<file path="src/logic/hart_config.svh">
`ifndef HART_CONFIG_SVH
`define HART_CONFIG_SVH

// address of the first fetch once reset is released
`define HART_RESET_ADDR 32'h0000_0000

// width of every data word, address and register
`define HART_XLEN 32

// number of architectural registers, x0 included
`define HART_NUM_REGS 32

// every instruction is one word, so the pc always moves by this much
`define HART_INST_BYTES 4

`endif
</file>
<file path="src/logic/hart_pkg.sv">
`include "hart_config.svh"

package hart_pkg;

    // plain data or address word
    typedef logic [`HART_XLEN-1:0] word_t;
    // register index, x0 through x31
    typedef logic [4:0] reg_addr_t;

    // major opcodes this hart recognizes; anything else is illegal
    typedef enum logic [6:0] {
        OP_LUI    = 7'b0110111,
        OP_AUIPC  = 7'b0010111,
        OP_IMM    = 7'b0010011,
        OP_REG    = 7'b0110011,
        OP_LOAD   = 7'b0000011,
        OP_STORE  = 7'b0100011,
        OP_SYSTEM = 7'b1110011
    } opcode_t;

    // the only system instruction that executes
    localparam word_t EBREAK_INST = 32'h0010_0073;

    // alu operations; pass-b simply hands the immediate through for lui
    typedef enum logic [3:0] {
        ALU_ADD, ALU_SUB, ALU_SLL, ALU_SLT, ALU_SLTU, ALU_XOR,
        ALU_SRL, ALU_SRA, ALU_OR, ALU_AND, ALU_PASS_B
    } alu_op_t;

    // where execute takes an operand from
    typedef enum logic [1:0] {
        FWD_NONE,
        FWD_EX_MEM,
        FWD_MEM_WB
    } fwd_sel_t;

    // decoded control bits carried down the pipe
    typedef struct packed {
        alu_op_t alu_op;
        logic    use_imm;
        logic    use_pc;
        logic    mem_read;
        logic    mem_write;
        logic    rd_wen;
        logic    trap;
        logic    halt;
    } ctrl_t;

    // everything the retire port reports about one instruction
    typedef struct packed {
        word_t     inst;
        word_t     pc;
        word_t     next_pc;
        reg_addr_t rs1_raddr;
        reg_addr_t rs2_raddr;
        word_t     rs1_rdata;
        word_t     rs2_rdata;
        reg_addr_t rd_waddr;
        word_t     rd_wdata;
        logic      trap;
        logic      halt;
    } retire_t;

    // decode to execute; register data is still unresolved here
    typedef struct packed {
        ctrl_t     ctrl;
        word_t     inst;
        word_t     pc;
        reg_addr_t rs1_raddr;
        reg_addr_t rs2_raddr;
        word_t     rs1_rdata;
        word_t     rs2_rdata;
        reg_addr_t rd_waddr;
        word_t     imm;
        fwd_sel_t  fwd_rs1;
        fwd_sel_t  fwd_rs2;
    } de_ex_t;

    // execute to memory access; the alu result doubles as the data address
    typedef struct packed {
        retire_t retire;
        logic    mem_read;
        logic    mem_write;
        logic    rd_wen;
        word_t   result;
        word_t   store_data;
    } ex_mem_t;

    // the writeback register holds exactly what retires
    typedef retire_t mem_wb_t;

endpackage

</file>
<file path="src/logic/hart.sv">
`timescale 1ns/10ps
`include "hart_config.svh"

module hart import hart_pkg::*; #(
    parameter word_t RESET_ADDR = `HART_RESET_ADDR
) (
    input  logic      i_clk,
    input  logic      i_rst_n,
    // instruction port, the word comes back in the same cycle
    output word_t     o_imem_raddr,
    input  word_t     i_imem_rdata,
    // data port, reads are combinational and writes land on the next edge
    output word_t     o_dmem_addr,
    output logic      o_dmem_ren,
    output logic      o_dmem_wen,
    output word_t     o_dmem_wdata,
    input  word_t     i_dmem_rdata,
    // retire port, driven straight from the writeback register
    output logic      o_retire_valid,
    output word_t     o_retire_inst,
    output logic      o_retire_trap,
    output logic      o_retire_halt,
    output reg_addr_t o_retire_rs1_raddr,
    output reg_addr_t o_retire_rs2_raddr,
    output word_t     o_retire_rs1_rdata,
    output word_t     o_retire_rs2_rdata,
    output reg_addr_t o_retire_rd_waddr,
    output word_t     o_retire_rd_wdata,
    output word_t     o_retire_pc,
    output word_t     o_retire_next_pc
);
    // fetch to decode
    logic      fe_valid;
    word_t     fe_inst;
    word_t     fe_pc;
    // decode and register file
    logic      de_hold;
    logic      de_halt;
    reg_addr_t rs1_raddr;
    reg_addr_t rs2_raddr;
    word_t     rs1_rdata;
    word_t     rs2_rdata;
    // the d side of each stage register is the stage output feeding it
    de_ex_t    de_ex_d;
    de_ex_t    de_ex_q;
    logic      de_ex_valid_d;
    logic      de_ex_valid_q;
    ex_mem_t   ex_mem_d;
    ex_mem_t   ex_mem_q;
    logic      ex_mem_valid;
    mem_wb_t   mem_wb_d;
    mem_wb_t   mem_wb_q;
    logic      mem_wb_valid;

    fetch #(.RESET_ADDR(RESET_ADDR)) fetch_i (
        .i_clk(i_clk), .i_rst_n(i_rst_n), .i_hold(de_hold), .i_halt(de_halt),
        .i_imem_rdata(i_imem_rdata), .o_imem_raddr(o_imem_raddr),
        .o_valid(fe_valid), .o_inst(fe_inst), .o_pc(fe_pc)
    );

    // hazard inputs look at what execute and memory access hold right now
    decode decode_i (
        .i_valid(fe_valid), .i_inst(fe_inst), .i_pc(fe_pc),
        .i_rs1_rdata(rs1_rdata), .i_rs2_rdata(rs2_rdata),
        .i_ex_load(de_ex_valid_q & de_ex_q.ctrl.mem_read), .i_ex_rd(de_ex_q.rd_waddr),
        .i_ex_mem_rd(ex_mem_d.retire.rd_waddr),
        .i_ex_mem_rd_wen(de_ex_valid_q & ex_mem_d.rd_wen),
        .i_mem_wb_rd(mem_wb_d.rd_waddr), .i_mem_wb_rd_wen(ex_mem_valid),
        .o_rs1_raddr(rs1_raddr), .o_rs2_raddr(rs2_raddr), .o_de_ex(de_ex_d),
        .o_de_ex_valid(de_ex_valid_d), .o_hold(de_hold), .o_halt(de_halt)
    );

    regfile regfile_i (
        .i_clk(i_clk), .i_rs1_raddr(rs1_raddr), .i_rs2_raddr(rs2_raddr),
        .i_rd_wen(mem_wb_valid), .i_rd_waddr(mem_wb_q.rd_waddr),
        .i_rd_wdata(mem_wb_q.rd_wdata),
        .o_rs1_rdata(rs1_rdata), .o_rs2_rdata(rs2_rdata)
    );

    stage_reg #(.payload_t(de_ex_t)) de_ex_reg_i (
        .i_clk(i_clk), .i_rst_n(i_rst_n), .i_valid(de_ex_valid_d), .i_data(de_ex_d),
        .o_valid(de_ex_valid_q), .o_data(de_ex_q)
    );

    execute execute_i (
        .i_de_ex(de_ex_q), .i_ex_mem_result(ex_mem_q.result),
        .i_mem_wb_rd_wdata(mem_wb_q.rd_wdata), .o_ex_mem(ex_mem_d)
    );

    stage_reg #(.payload_t(ex_mem_t)) ex_mem_reg_i (
        .i_clk(i_clk), .i_rst_n(i_rst_n), .i_valid(de_ex_valid_q), .i_data(ex_mem_d),
        .o_valid(ex_mem_valid), .o_data(ex_mem_q)
    );

    mem_access mem_access_i (
        .i_ex_mem(ex_mem_q), .i_valid(ex_mem_valid), .i_dmem_rdata(i_dmem_rdata),
        .o_dmem_addr(o_dmem_addr), .o_dmem_ren(o_dmem_ren), .o_dmem_wen(o_dmem_wen),
        .o_dmem_wdata(o_dmem_wdata), .o_mem_wb(mem_wb_d)
    );

    stage_reg #(.payload_t(mem_wb_t)) mem_wb_reg_i (
        .i_clk(i_clk), .i_rst_n(i_rst_n), .i_valid(ex_mem_valid), .i_data(mem_wb_d),
        .o_valid(mem_wb_valid), .o_data(mem_wb_q)
    );

    assign o_retire_valid     = mem_wb_valid;
    assign o_retire_inst      = mem_wb_q.inst;
    assign o_retire_trap      = mem_wb_q.trap;
    assign o_retire_halt      = mem_wb_q.halt;
    assign o_retire_rs1_raddr = mem_wb_q.rs1_raddr;
    assign o_retire_rs2_raddr = mem_wb_q.rs2_raddr;
    assign o_retire_rs1_rdata = mem_wb_q.rs1_rdata;
    assign o_retire_rs2_rdata = mem_wb_q.rs2_rdata;
    assign o_retire_rd_waddr  = mem_wb_q.rd_waddr;
    assign o_retire_rd_wdata  = mem_wb_q.rd_wdata;
    assign o_retire_pc        = mem_wb_q.pc;
    assign o_retire_next_pc   = mem_wb_q.next_pc;

endmodule

</file>
<file path="src/logic/mem_access.sv">
`timescale 1ns/10ps

module mem_access import hart_pkg::*; (
    input  ex_mem_t i_ex_mem,
    input  logic    i_valid,
    input  word_t   i_dmem_rdata,
    output word_t   o_dmem_addr,
    output logic    o_dmem_ren,
    output logic    o_dmem_wen,
    output word_t   o_dmem_wdata,
    output mem_wb_t o_mem_wb
);
    // the alu result of a load or store is its word address
    assign o_dmem_addr  = i_ex_mem.result;
    assign o_dmem_wdata = i_ex_mem.store_data;

    // trapped accesses were already cleared in execute; bubbles stay quiet here
    assign o_dmem_ren = i_valid && i_ex_mem.mem_read;
    assign o_dmem_wen = i_valid && i_ex_mem.mem_write;

    always_comb begin
        o_mem_wb = i_ex_mem.retire;
        if (!i_ex_mem.rd_wen) begin
            // stores, ebreak and traps report no destination at all
            o_mem_wb.rd_waddr = '0;
            o_mem_wb.rd_wdata = '0;
        end else if (i_ex_mem.mem_read) begin
            o_mem_wb.rd_wdata = i_dmem_rdata;
        end else begin
            o_mem_wb.rd_wdata = i_ex_mem.result;
        end
    end

endmodule

</file>
<file path="src/logic/execute.sv">
`timescale 1ns/10ps
`include "hart_config.svh"

module execute import hart_pkg::*; (
    input  de_ex_t  i_de_ex,
    input  word_t   i_ex_mem_result,
    input  word_t   i_mem_wb_rd_wdata,
    output ex_mem_t o_ex_mem
);
    word_t rs1_val;
    word_t rs2_val;
    word_t src_a;
    word_t src_b;
    word_t result;
    logic  misaligned;
    logic  trap;

    // decode already chose the source, execute only steers the data
    function automatic word_t fwd_mux(input fwd_sel_t sel, input word_t reg_val);
        case (sel)
            FWD_EX_MEM: return i_ex_mem_result;
            FWD_MEM_WB: return i_mem_wb_rd_wdata;
            default:    return reg_val;
        endcase
    endfunction

    assign rs1_val = fwd_mux(i_de_ex.fwd_rs1, i_de_ex.rs1_rdata);
    assign rs2_val = fwd_mux(i_de_ex.fwd_rs2, i_de_ex.rs2_rdata);
    assign src_a   = i_de_ex.ctrl.use_pc ? i_de_ex.pc : rs1_val;
    assign src_b   = i_de_ex.ctrl.use_imm ? i_de_ex.imm : rs2_val;

    always_comb begin
        case (i_de_ex.ctrl.alu_op)
            ALU_SUB:    result = src_a - src_b;
            ALU_SLL:    result = src_a << src_b[4:0];
            ALU_SLT:    result = word_t'($signed(src_a) < $signed(src_b));
            ALU_SLTU:   result = word_t'(src_a < src_b);
            ALU_XOR:    result = src_a ^ src_b;
            ALU_SRL:    result = src_a >> src_b[4:0];
            ALU_SRA:    result = word_t'($signed(src_a) >>> src_b[4:0]);
            ALU_OR:     result = src_a | src_b;
            ALU_AND:    result = src_a & src_b;
            ALU_PASS_B: result = src_b;
            default:    result = src_a + src_b;
        endcase
    end

    // only whole-word accesses exist, so both low address bits must be clear
    assign misaligned = (i_de_ex.ctrl.mem_read || i_de_ex.ctrl.mem_write) &&
                        result[1:0] != 2'b00;
    assign trap       = i_de_ex.ctrl.trap || misaligned;

    assign o_ex_mem.retire = '{
        inst:      i_de_ex.inst,
        pc:        i_de_ex.pc,
        next_pc:   i_de_ex.pc + word_t'(`HART_INST_BYTES),
        rs1_raddr: i_de_ex.rs1_raddr,
        rs2_raddr: i_de_ex.rs2_raddr,
        rs1_rdata: rs1_val,
        rs2_rdata: rs2_val,
        rd_waddr:  i_de_ex.rd_waddr,
        rd_wdata:  result,
        trap:      trap,
        halt:      i_de_ex.ctrl.halt
    };
    // a misaligned access neither touches memory nor writes rd
    assign o_ex_mem.mem_read   = i_de_ex.ctrl.mem_read && !misaligned;
    assign o_ex_mem.mem_write  = i_de_ex.ctrl.mem_write && !misaligned;
    assign o_ex_mem.rd_wen     = i_de_ex.ctrl.rd_wen && !misaligned;
    assign o_ex_mem.result     = result;
    assign o_ex_mem.store_data = rs2_val;

endmodule

</file>
<file path="src/logic/regfile.sv">
`timescale 1ns/10ps
`include "hart_config.svh"

module regfile import hart_pkg::*; (
    input  logic      i_clk,
    input  reg_addr_t i_rs1_raddr,
    input  reg_addr_t i_rs2_raddr,
    input  logic      i_rd_wen,
    input  reg_addr_t i_rd_waddr,
    input  word_t     i_rd_wdata,
    output word_t     o_rs1_rdata,
    output word_t     o_rs2_rdata
);
    // entry 0 is never written and never read
    word_t regs [`HART_NUM_REGS];

    always_ff @(posedge i_clk) begin
        if (i_rd_wen && i_rd_waddr != '0) begin
            regs[i_rd_waddr] <= i_rd_wdata;
        end
    end

    // a write in this cycle is visible to decode right away
    function automatic word_t read_port(input reg_addr_t addr);
        if (addr == '0) begin
            return '0;
        end
        if (i_rd_wen && i_rd_waddr == addr) begin
            return i_rd_wdata;
        end
        return regs[addr];
    endfunction

    assign o_rs1_rdata = read_port(i_rs1_raddr);
    assign o_rs2_rdata = read_port(i_rs2_raddr);

endmodule

</file>
<file path="src/logic/decode.sv">
`timescale 1ns/10ps

module decode import hart_pkg::*; (
    input  logic      i_valid,
    input  word_t     i_inst,
    input  word_t     i_pc,
    input  word_t     i_rs1_rdata,
    input  word_t     i_rs2_rdata,
    // the load currently in execute
    input  logic      i_ex_load,
    input  reg_addr_t i_ex_rd,
    // the rd that execute and memory access produce this cycle; one clock
    // later they sit in the ex_mem and mem_wb registers
    input  reg_addr_t i_ex_mem_rd,
    input  logic      i_ex_mem_rd_wen,
    input  reg_addr_t i_mem_wb_rd,
    input  logic      i_mem_wb_rd_wen,
    output reg_addr_t o_rs1_raddr,
    output reg_addr_t o_rs2_raddr,
    output de_ex_t    o_de_ex,
    output logic      o_de_ex_valid,
    output logic      o_hold,
    output logic      o_halt
);
    logic [2:0] f3;
    logic [6:0] f7;
    logic       alt;
    alu_op_t    f3_op;
    ctrl_t      ctrl;
    word_t      imm;
    logic       rs1_used;
    logic       rs2_used;

    assign f3 = i_inst[14:12];
    assign f7 = i_inst[31:25];

    // bit 30 picks sub and sra, but for addi it is just immediate
    assign alt = i_inst[30] && (i_inst[6:0] == OP_REG || f3 == 3'b101);

    always_comb begin
        case (f3)
            3'b000:  f3_op = alt ? ALU_SUB : ALU_ADD;
            3'b001:  f3_op = ALU_SLL;
            3'b010:  f3_op = ALU_SLT;
            3'b011:  f3_op = ALU_SLTU;
            3'b100:  f3_op = ALU_XOR;
            3'b101:  f3_op = alt ? ALU_SRA : ALU_SRL;
            3'b110:  f3_op = ALU_OR;
            default: f3_op = ALU_AND;
        endcase
    end

    always_comb begin
        ctrl        = '0;
        ctrl.alu_op = ALU_ADD;
        imm         = {{20{i_inst[31]}}, i_inst[31:20]};
        rs1_used    = 1'b0;
        rs2_used    = 1'b0;
        case (opcode_t'(i_inst[6:0]))
            OP_LUI, OP_AUIPC: begin
                // lui passes the immediate, auipc adds it to the pc
                ctrl.alu_op  = (i_inst[6:0] == OP_LUI) ? ALU_PASS_B : ALU_ADD;
                ctrl.use_pc  = (i_inst[6:0] == OP_AUIPC);
                ctrl.use_imm = 1'b1;
                ctrl.rd_wen  = 1'b1;
                imm          = {i_inst[31:12], 12'b0};
            end
            OP_IMM: begin
                ctrl.alu_op  = f3_op;
                ctrl.use_imm = 1'b1;
                ctrl.rd_wen  = 1'b1;
                rs1_used     = 1'b1;
                // shift amounts leave only a narrow choice for the upper bits
                ctrl.trap    = (f3 == 3'b001 && f7 != 7'b0) ||
                               (f3 == 3'b101 && f7 != 7'b0 && f7 != 7'b0100000);
            end
            OP_REG: begin
                ctrl.alu_op = f3_op;
                ctrl.rd_wen = 1'b1;
                rs1_used    = 1'b1;
                rs2_used    = 1'b1;
                ctrl.trap   = f7 != 7'b0 &&
                              !(f7 == 7'b0100000 && (f3 == 3'b000 || f3 == 3'b101));
            end
            OP_LOAD: begin
                ctrl.use_imm  = 1'b1;
                ctrl.mem_read = 1'b1;
                ctrl.rd_wen   = 1'b1;
                rs1_used      = 1'b1;
                ctrl.trap     = f3 != 3'b010;
            end
            OP_STORE: begin
                ctrl.use_imm   = 1'b1;
                ctrl.mem_write = 1'b1;
                rs1_used       = 1'b1;
                rs2_used       = 1'b1;
                imm            = {{20{i_inst[31]}}, i_inst[31:25], i_inst[11:7]};
                ctrl.trap      = f3 != 3'b010;
            end
            OP_SYSTEM: begin
                ctrl.halt = (i_inst == EBREAK_INST);
                ctrl.trap = !ctrl.halt;
            end
            default: ctrl.trap = 1'b1;
        endcase
        // an illegal word reads nothing and has no side effects
        if (ctrl.trap) begin
            ctrl.rd_wen    = 1'b0;
            ctrl.mem_read  = 1'b0;
            ctrl.mem_write = 1'b0;
            rs1_used       = 1'b0;
            rs2_used       = 1'b0;
        end
    end

    assign o_rs1_raddr = rs1_used ? i_inst[19:15] : '0;
    assign o_rs2_raddr = rs2_used ? i_inst[24:20] : '0;

    // the newer result wins when both later stages write the same register
    function automatic fwd_sel_t pick_fwd(input reg_addr_t rs);
        if (rs != '0 && i_ex_mem_rd_wen && rs == i_ex_mem_rd) begin
            return FWD_EX_MEM;
        end
        if (rs != '0 && i_mem_wb_rd_wen && rs == i_mem_wb_rd) begin
            return FWD_MEM_WB;
        end
        return FWD_NONE;
    endfunction

    // load data only exists in the memory stage, so one bubble is needed
    assign o_hold = i_valid && i_ex_load && i_ex_rd != '0 &&
                    (o_rs1_raddr == i_ex_rd || o_rs2_raddr == i_ex_rd);

    assign o_halt        = i_valid && ctrl.halt;
    assign o_de_ex_valid = i_valid && !o_hold;

    assign o_de_ex = '{
        ctrl:      ctrl,
        inst:      i_inst,
        pc:        i_pc,
        rs1_raddr: o_rs1_raddr,
        rs2_raddr: o_rs2_raddr,
        rs1_rdata: i_rs1_rdata,
        rs2_rdata: i_rs2_rdata,
        rd_waddr:  i_inst[11:7],
        imm:       imm,
        fwd_rs1:   pick_fwd(o_rs1_raddr),
        fwd_rs2:   pick_fwd(o_rs2_raddr)
    };

endmodule

</file>
<file path="src/logic/fetch.sv">
`timescale 1ns/10ps
`include "hart_config.svh"

module fetch import hart_pkg::*; #(
    parameter word_t RESET_ADDR = `HART_RESET_ADDR
) (
    input  logic  i_clk,
    input  logic  i_rst_n,
    input  logic  i_hold,
    input  logic  i_halt,
    input  word_t i_imem_rdata,
    output word_t o_imem_raddr,
    output logic  o_valid,
    output word_t o_inst,
    output word_t o_pc
);
    word_t pc;
    // sticky once an ebreak reaches decode, only reset clears it
    logic  halted;

    // the pc itself addresses instruction memory
    assign o_imem_raddr = pc;

    always_ff @(posedge i_clk) begin
        if (!i_rst_n) begin
            pc      <= RESET_ADDR;
            o_valid <= 1'b0;
            halted  <= 1'b0;
        end else if (i_halt || halted) begin
            // pc freezes and nothing new is issued after the ebreak
            halted  <= 1'b1;
            o_valid <= 1'b0;
        end else if (!i_hold) begin
            pc      <= pc + word_t'(`HART_INST_BYTES);
            o_valid <= 1'b1;
        end
    end

    // the word and its pc stay put while decode waits out a load-use stall
    always_ff @(posedge i_clk) begin
        if (!i_hold) begin
            o_inst <= i_imem_rdata;
            o_pc   <= pc;
        end
    end

endmodule

</file>
<file path="src/logic/stage_reg.sv">
`timescale 1ns/10ps

module stage_reg #(
    parameter type payload_t = logic
) (
    input  logic     i_clk,
    input  logic     i_rst_n,
    input  logic     i_valid,
    input  payload_t i_data,
    output logic     o_valid,
    output payload_t o_data
);
    // valid drops at reset and otherwise follows the upstream stage
    always_ff @(posedge i_clk) begin
        if (!i_rst_n) begin
            o_valid <= 1'b0;
        end else begin
            o_valid <= i_valid;
        end
    end

    // the payload moves on every edge whether or not it is valid
    always_ff @(posedge i_clk) begin
        o_data <= i_data;
    end

endmodule

</file>
<file path="config.mk">
export PLATFORM = sky130hd
export DESIGN_NAME = hart
export DESIGN_NICKNAME = d
export VERILOG_FILES = /design/src/logic/hart_pkg.sv /design/src/logic/hart.sv /design/src/logic/mem_access.sv /design/src/logic/execute.sv /design/src/logic/regfile.sv /design/src/logic/decode.sv /design/src/logic/fetch.sv /design/src/logic/stage_reg.sv
export VERILOG_INCLUDE_DIRS = /design/src /design/src/logic
export SDC_FILE = /design/constraint.sdc
export NUM_CORES = 2
export LEC_CHECK = 0
export ABC_AREA = 0
export BUFFER_PORTS_ARGS = -buffer_cell sky130_fd_sc_hd__buf_2
export CORE_AREA = 2 2 589 591
export CTS_BUF_LIST = sky130_fd_sc_hd__clkbuf_4 sky130_fd_sc_hd__clkbuf_8
export DETAILED_ROUTE_END_ITERATION = 10
export DIE_AREA = 0 0 591 593
export PLACE_DENSITY = 0.4
export SETUP_SLACK_MARGIN = 0.4
export SYNTH_ARGS = -nofsm -noshare
export SYNTH_HDL_FRONTEND = slang
export SYNTH_SLANG_ARGS = --single-unit
export TNS_END_PERCENT = 5
</file>
<file path="constraint.sdc">
create_clock -name i_clk -period 6.04 [get_ports i_clk]
set_clock_uncertainty 0.1 [all_clocks]
set_input_delay 1.812 -clock i_clk [delete_from_list [all_inputs] [get_ports i_clk]]
set_output_delay 1.812 -clock i_clk [all_outputs]
set_load 0.02 [all_outputs]
</file>
# After elaboration in Yosys (flattened, before gate mapping)
# Memory sizes are Yosys's and may differ from the RTL's.
# Index checks and enable logic that the tools add are counted.
word_totals:
  input_bits: 66
  reg_bits: 712
  output_inout_bits: 308
  mem_bits_rw: 1024
  memories: 1
  word_cells: 218
mem_list:
  columns: ["memory", "words", "word_bits", "read_ports", "rd_ports_with_merged_regs", "write_ports", "line_no", "text"]
  rows:
  - ["regfile_i.regs", 32, 32, 2, 0, 1, "regfile.sv:15", "word_t regs [`HART_NUM_REGS];"]
op_classes:
  shift: 3
  n_reduce_logical: 57
  addsub: 4
  n_eq_ne: 37
  bitwise: 8
  muxes: 55
  order_cmp: 2
op_table:
  columns: ["op", "count"]
  rows:
  - ["32-bit 2-to-1 mux", 11]
  - ["32-bit one-hot mux with 10 select lines", 1]
  - ["32-bit one-hot mux with 2 select lines", 2]
  - ["32-bit by 3-bit adder with 32-bit output (second input constant)", 2]
  - ["32-bit < comparator", 2]
  - ["31-bit one-hot mux with 2 select lines", 1]
  - ["32-bit adder", 1]
  - ["32-bit bitwise AND", 1]
  - ["32-bit by 21-bit equality test with 1-bit output (second input constant)", 1]
  - ["32-bit OR", 1]
  - ["32-bit by 5-bit << shifter with 32-bit output", 1]
  - ["32-bit by 5-bit right shift with 32-bit output", 1]
  - ["32-bit by 5-bit >>> shifter with 32-bit output", 1]
  - ["32-bit subtractor", 1]
  - ["32-bit bitwise XOR", 1]
  - ["5-bit equality test", 6]
  - ["7-bit by 6-bit equality test with 1-bit output (second input constant)", 4]
  - ["1-bit logical AND", 28]
  - ["4-bit one-hot mux with 7 select lines", 1]
  - ["1-bit 2-to-1 mux", 25]
  - ["5-bit nonzero test", 4]
  - ["4-bit by 3-bit equality test with 1-bit output (second input constant)", 4]
  - ["2-bit 2-to-1 mux", 8]
  - ["5-bit 2-to-1 mux", 3]
  - ["other kinds (28)", 55]

# Logic depth before layout (Yosys ltp)
logic_depth:
  word_depth: 16
  depth_mapped: 24
  ltp_nobuf: 18

# By module
# A second synthesis with hierarchy kept.
unflattened:
  cells_unflattened: 6100
  area_unflattened_um2: 82496.6
modules_own_cells:
  columns: ["mod", "area_per_inst_um2", "seq_area_each_um2", "cells_each", "instances"]
  rows:
  - ["regfile", 47718.3, 30749.5, 2542, 1]
  - ["execute", 13002.5, 0.0, 1983, 1]
  - ["stage_reg (ex_mem_reg_i)", 5551.6, 5545.3, 278, 1]
  - ["stage_reg (mem_wb_reg_i)", 4210.3, 4204.0, 211, 1]
  - ["stage_reg (de_ex_reg_i)", 3829.9, 3823.7, 192, 1]
  - ["fetch", 3377.0, 2502.4, 233, 1]
  - ["mem_access", 2418.6, 0.0, 314, 1]
  - ["decode", 2376.0, 0.0, 345, 1]
  - ["hart", 12.5, 0.0, 2, 1]

# Worst setup path before layout
# No wires, ideal clock.
synth_path:
  kind: "register to register"
  startpoint: "reg de_ex_reg_i.o_data[0] (netlist name)"
  endpoint: "reg ex_mem_reg_i.o_data[55] (netlist name)"
  setup_slack_ns: 0.624
  setup_ns: 0.080
  period_less_slack_ns: 5.416
  path_stages_with_launch: 22
  t_required_ns: 5.860
  path_buffers: 6
  arrival_ns: 5.237
  cell_sequence: "dfxtp_1 -> inv_1 -> ha_1 -> or2_1 -> clkbuf_1 -> o221ai_1 -> clkbuf_1 -> buf_2 -> buf_2 -> clkbuf_1 -> ha_1 -> clkbuf_1 -> nor2_1 -> o21ai_0 -> a21oi_1 -> a2111oi_0 -> o31ai_1 -> a31oi_1 -> nor3_1 -> or3_1 -> a221o_1 -> a22oi_1"
synth_rtl:
  columns: ["item", "line_no", "text"]
  rows:
  - ["from (decl)", "stage_reg.sv:11", "output payload_t o_data"]
  - ["from (signal assigned)", "stage_reg.sv:24", "o_data <= i_data;"]
  - ["to (signal assigned)", "stage_reg.sv:24", null]
  - ["to (decl)", "stage_reg.sv:11", null]

==> run_results.csv <==
group,metric,value,unit
outcome,outcome,"complete, no violations",
worst_hold_path,holdPathStages,0,
yosys,synth_mux_area_share,4.909,%
placement,hpwl,296500,um
floorplan,die_x,591,um
yosys,syn_inst,7557,
clocking,clockRootBuffer,"clkbuf_8",
drt,vias_per_cell,5.406,
critical_path,worstRegToRegCells,18,
yosys,synth_area,78980,um^2
clocking,clkTransAtPathRegs,60,ps
yosys,yosysTopAreaCell,"edfxtp_1",
yosys,synth_top_area_share,41.29,%
finish,syn2layout_area_growth,20.13,%
clocking,htree_levels,5,
worst_hold_path,hold_end,"ex_mem_reg_i.o_data[272]",
yosys,synth_compound_area_share,16.51,%
power_and_ir_drop,vdd_ir_drop_max,0.1497,mV
timing,period_needed,5665,ps
critical_path,required,6860,ps
finish,layout_common_cells,"nand2_1, edfxtp_1, dfxtp_1, a21oi_1, buf_4",
power_and_ir_drop,p_leak,0.03447,uW
drt,via_count,69840,
yosys,ys_top_cells_by_area,"edfxtp_1, dfxtp_1, nand2_1, mux2i_1, a21oi_1",
power_and_ir_drop,power.density,274.1,nW/um^2
worst_hold_path,hold_start,"de_ex_reg_i.o_data[175]",
floorplan,ios,374,
yosys,synthSimpleGateAreaFrac,14.44,%
yosys,yosysWarnings,0,
critical_path,crit_path_end_kind,"flip-flop",
critical_path,startpoint_type,"flip-flop",
yosys,yosysSeqAreaShare,57.13,%
timing,slew-limit-headroom,3.725,%
finish,final_nets,8219,
yosys,ys.flop_type,"edfxtp_1",
floorplan,initial_core_util,22.92,%
drt,detail_route.wl_per_cell,34.22,um
global_routing,grt_usage,24.20,%
timing,tns,0,ps
floorplan,die-height,593,um
clocking,cts_tree,"done",
yosys,synth_cell_types,101,
critical_path,r2r_end,"de_ex_reg_i.o_data[1]",
worst_hold_path,hold_class,"flip-flop to flip-flop",
finish,layout-drive-gt1-share,18.76,%
yosys,synthXorXnorAreaFrac,0.7763,%
placement,placed_area,87870,um^2
global_routing,antenna_found_initial,67,
global_routing,grt_pass1_wl,584800,um
finish,final_area,94880,um^2
clocking,clock_latency,1090,ps
run,drv_cap,0,
yosys,async_reset_ff_share,0,%
clocking,clock_sinks,1711,
power_and_ir_drop,power,26010,uW
critical_path,ff2ff_setup_slack,380,ps
clocking,cts_made_buffers,325,
drt,first_pass_iters,6,
timing,rsz0062_at_grt,"true",
yosys,synth_top_family_by_area,"compound AO/OA/AOI/OAI gates",
timing,whs,179.1,ps
placement,io_buffers,367,
timing,fin_ws,375.4,ps
drt,antenna_left,0,
yosys,ys_ff_latch,1711,
timing,final-setup-viol-count,0,
critical_path,worstPathMaxFanout,17,
floorplan,core_region_area,344600,um^2
yosys,synthAdderAreaFrac,1.682,%
global_routing,grt_max_degree,150,
timing,fmax,176.5,MHz
global_routing,grt_pass1_vias,65390,
timing,finalMaxSlewViolations,0,
yosys,syn_area_per_cell,10.45,um^2
drt,drt_iter0_drc,9651,
placement,gp_congestion,0.9558,
finish,final_common_cell,"nand2_1",
timing,worst_pin_slew,1441,ps
floorplan,die_area,350500,um^2
timing,post-route-period-util,93.79,%
yosys,synth_edf_count,1086,
clocking,postCtsHoldBufs,0,
global_routing,overflow,0,
critical_path,r2r-start,"de_ex_reg_i.o_data[0]",
timing,hold_viol,0,
clocking,post_cts_buffers,0,
critical_path,worstPathArrival,6490,ps
drt,drc_errors,0,
drt,wl,442000,um
floorplan,std_cell_rows,216,
clocking,clockBufferDepth,4,
placement,place_ws,85.25,ps
critical_path,critical_path_class,"flip-flop to flip-flop",
==> cells by family (layout without fill, tap and decap cells) <==
logic type               count (synthesis)  after routing
XOR/XNOR                                70             70
AND/OR/NAND/NOR                       2585           2585
AO/OA/AOI/OAI                         1893           1893
buffers and inverters                  817           1533
adder cells (fa/ha/maj)                105            105
other                                    1             68
flip-flops                            1711           1711
multiplexers                           375            375
==> through the flow <==
| stage | instances | utilization [%] |
|---|---|---|
| floorplan | 7594 | - |
| global placement | 12300 | 25.50 |
| global route | 12910 | 27.53 |
| CTS | 12890 | 27.51 |
| detailed placement | 12300 | 25.50 |
| finish | 12920 | 27.53 |
==> sequential cells by signal, summed over array words and instances, names as in the netlist, 30 cells and up <==
signal,flops
de_ex_reg_i.o_data,182
fetch_i.o_pc,30
regfile_i.regs,1024
fetch_i.o_inst,32
fetch_i.o_imem_raddr,30
ex_mem_reg_i.o_data,203
mem_wb_reg_i.o_data,205
==> repair_timing <==
action                                  CTS  global route
endpoints found under the setup margin    6            13
gates cloned                              0             0
resized for setup                         2             8
==> layer usage <==
| layer | up-vias | track usage (%) | part of all wire (%) |
|---|---|---|---|
| met5 | - | 0 | 0.042 |
| met4 | 28 | 12.15 | 5.7 |
| li1 | 28970 | - | - |
| met2 | 4404 | 37.11 | 43 |
| met3 | 882 | 5.153 | 9.5 |
| met1 | 35550 | 32.13 | 41 |
==> critical path, cell delays in order (launching register included) <==
cell	delay, ps
dfxtp_1	340
inv_1	50
ha_1	630
buf_4	330
a221o_1	130
o21ai_0	110
o21ai_0	820
inv_1	180
ha_1	490
o211ai_1	140
o21ai_0	290
a221o_1	200
a41o_1	190
nand4b_1	140
nand4_1	190
a21oi_1	360
buf_4	190
o211ai_1	210
o311a_1	420
==> report_power, final <==
part | total, uW | switching, uW | leakage (uW) | internal (uW)
registers | 12500 | 121 | 0.0149 | 12400
clock network | 12400 | 5530 | 0.00360 | 6920
logic | 1040 | 733 | 0.0160 | 305
==> cell type report <==
class | instances | area [um^2]
Tap cell | 4578 | 5728
Timing Repair Buffer | 780 | 5441
Multi-Input combinational cell | 5066 | 30930
Antenna cell | 30 | 75.07
Inverter | 164 | 630.6
Fill cell | 36200 | 249700
Clock inverter | 140 | 1335
Clock buffer | 449 | 5573
Sequential cell | 1711 | 45170
==> worst max-delay path by stage <==
| stage | from | to | slack (ps) | cells after the start |
|---|---|---|---|---|
| after floorplan | de_ex_reg_i.o_data[0] | ex_mem_reg_i.o_data[55] | 620 | 21 |
| after global placement | de_ex_reg_i.o_data[0] | ex_mem_reg_i.o_data[55] | 120 | 20 |
| after detailed placement | de_ex_reg_i.o_data[0] | de_ex_reg_i.o_data[1] | 90 | 20 |
| after CTS | de_ex_reg_i.o_data[0] | de_ex_reg_i.o_data[1] | 350 | 16 |
| after global routing | de_ex_reg_i.o_data[0] | de_ex_reg_i.o_data[1] | 270 | 21 |
| final | de_ex_reg_i.o_data[0] | de_ex_reg_i.o_data[1] | 380 | 18 |
==> cell usage after synthesis (36+ instances only) <==
cell       number
and2_1         60
a22o_1         37
a211oi_1       76
o21ai_0       319
nand4_1        58
mux2i_1       321
buf_1          47
a21oi_1       376
a21o_1         49
a2111oi_0      36
o22ai_1        83
mux2_2         49
nor3_1        119
a221oi_1       96
nor2_1        341
xnor2_1        44
nor4_1         74
nand3_1       207
nand2b_1       52
o211ai_1       75
ha_1          103
a221o_1        43
buf_2         149
o221ai_1      113
buf_4          85
a31oi_1       229
clkbuf_1      370
inv_1         153
dfxtp_1       625
nand2_1      1466
edfxtp_1     1086
nor2b_1        70
No activity file was read; power rests on OpenSTA's default activity.
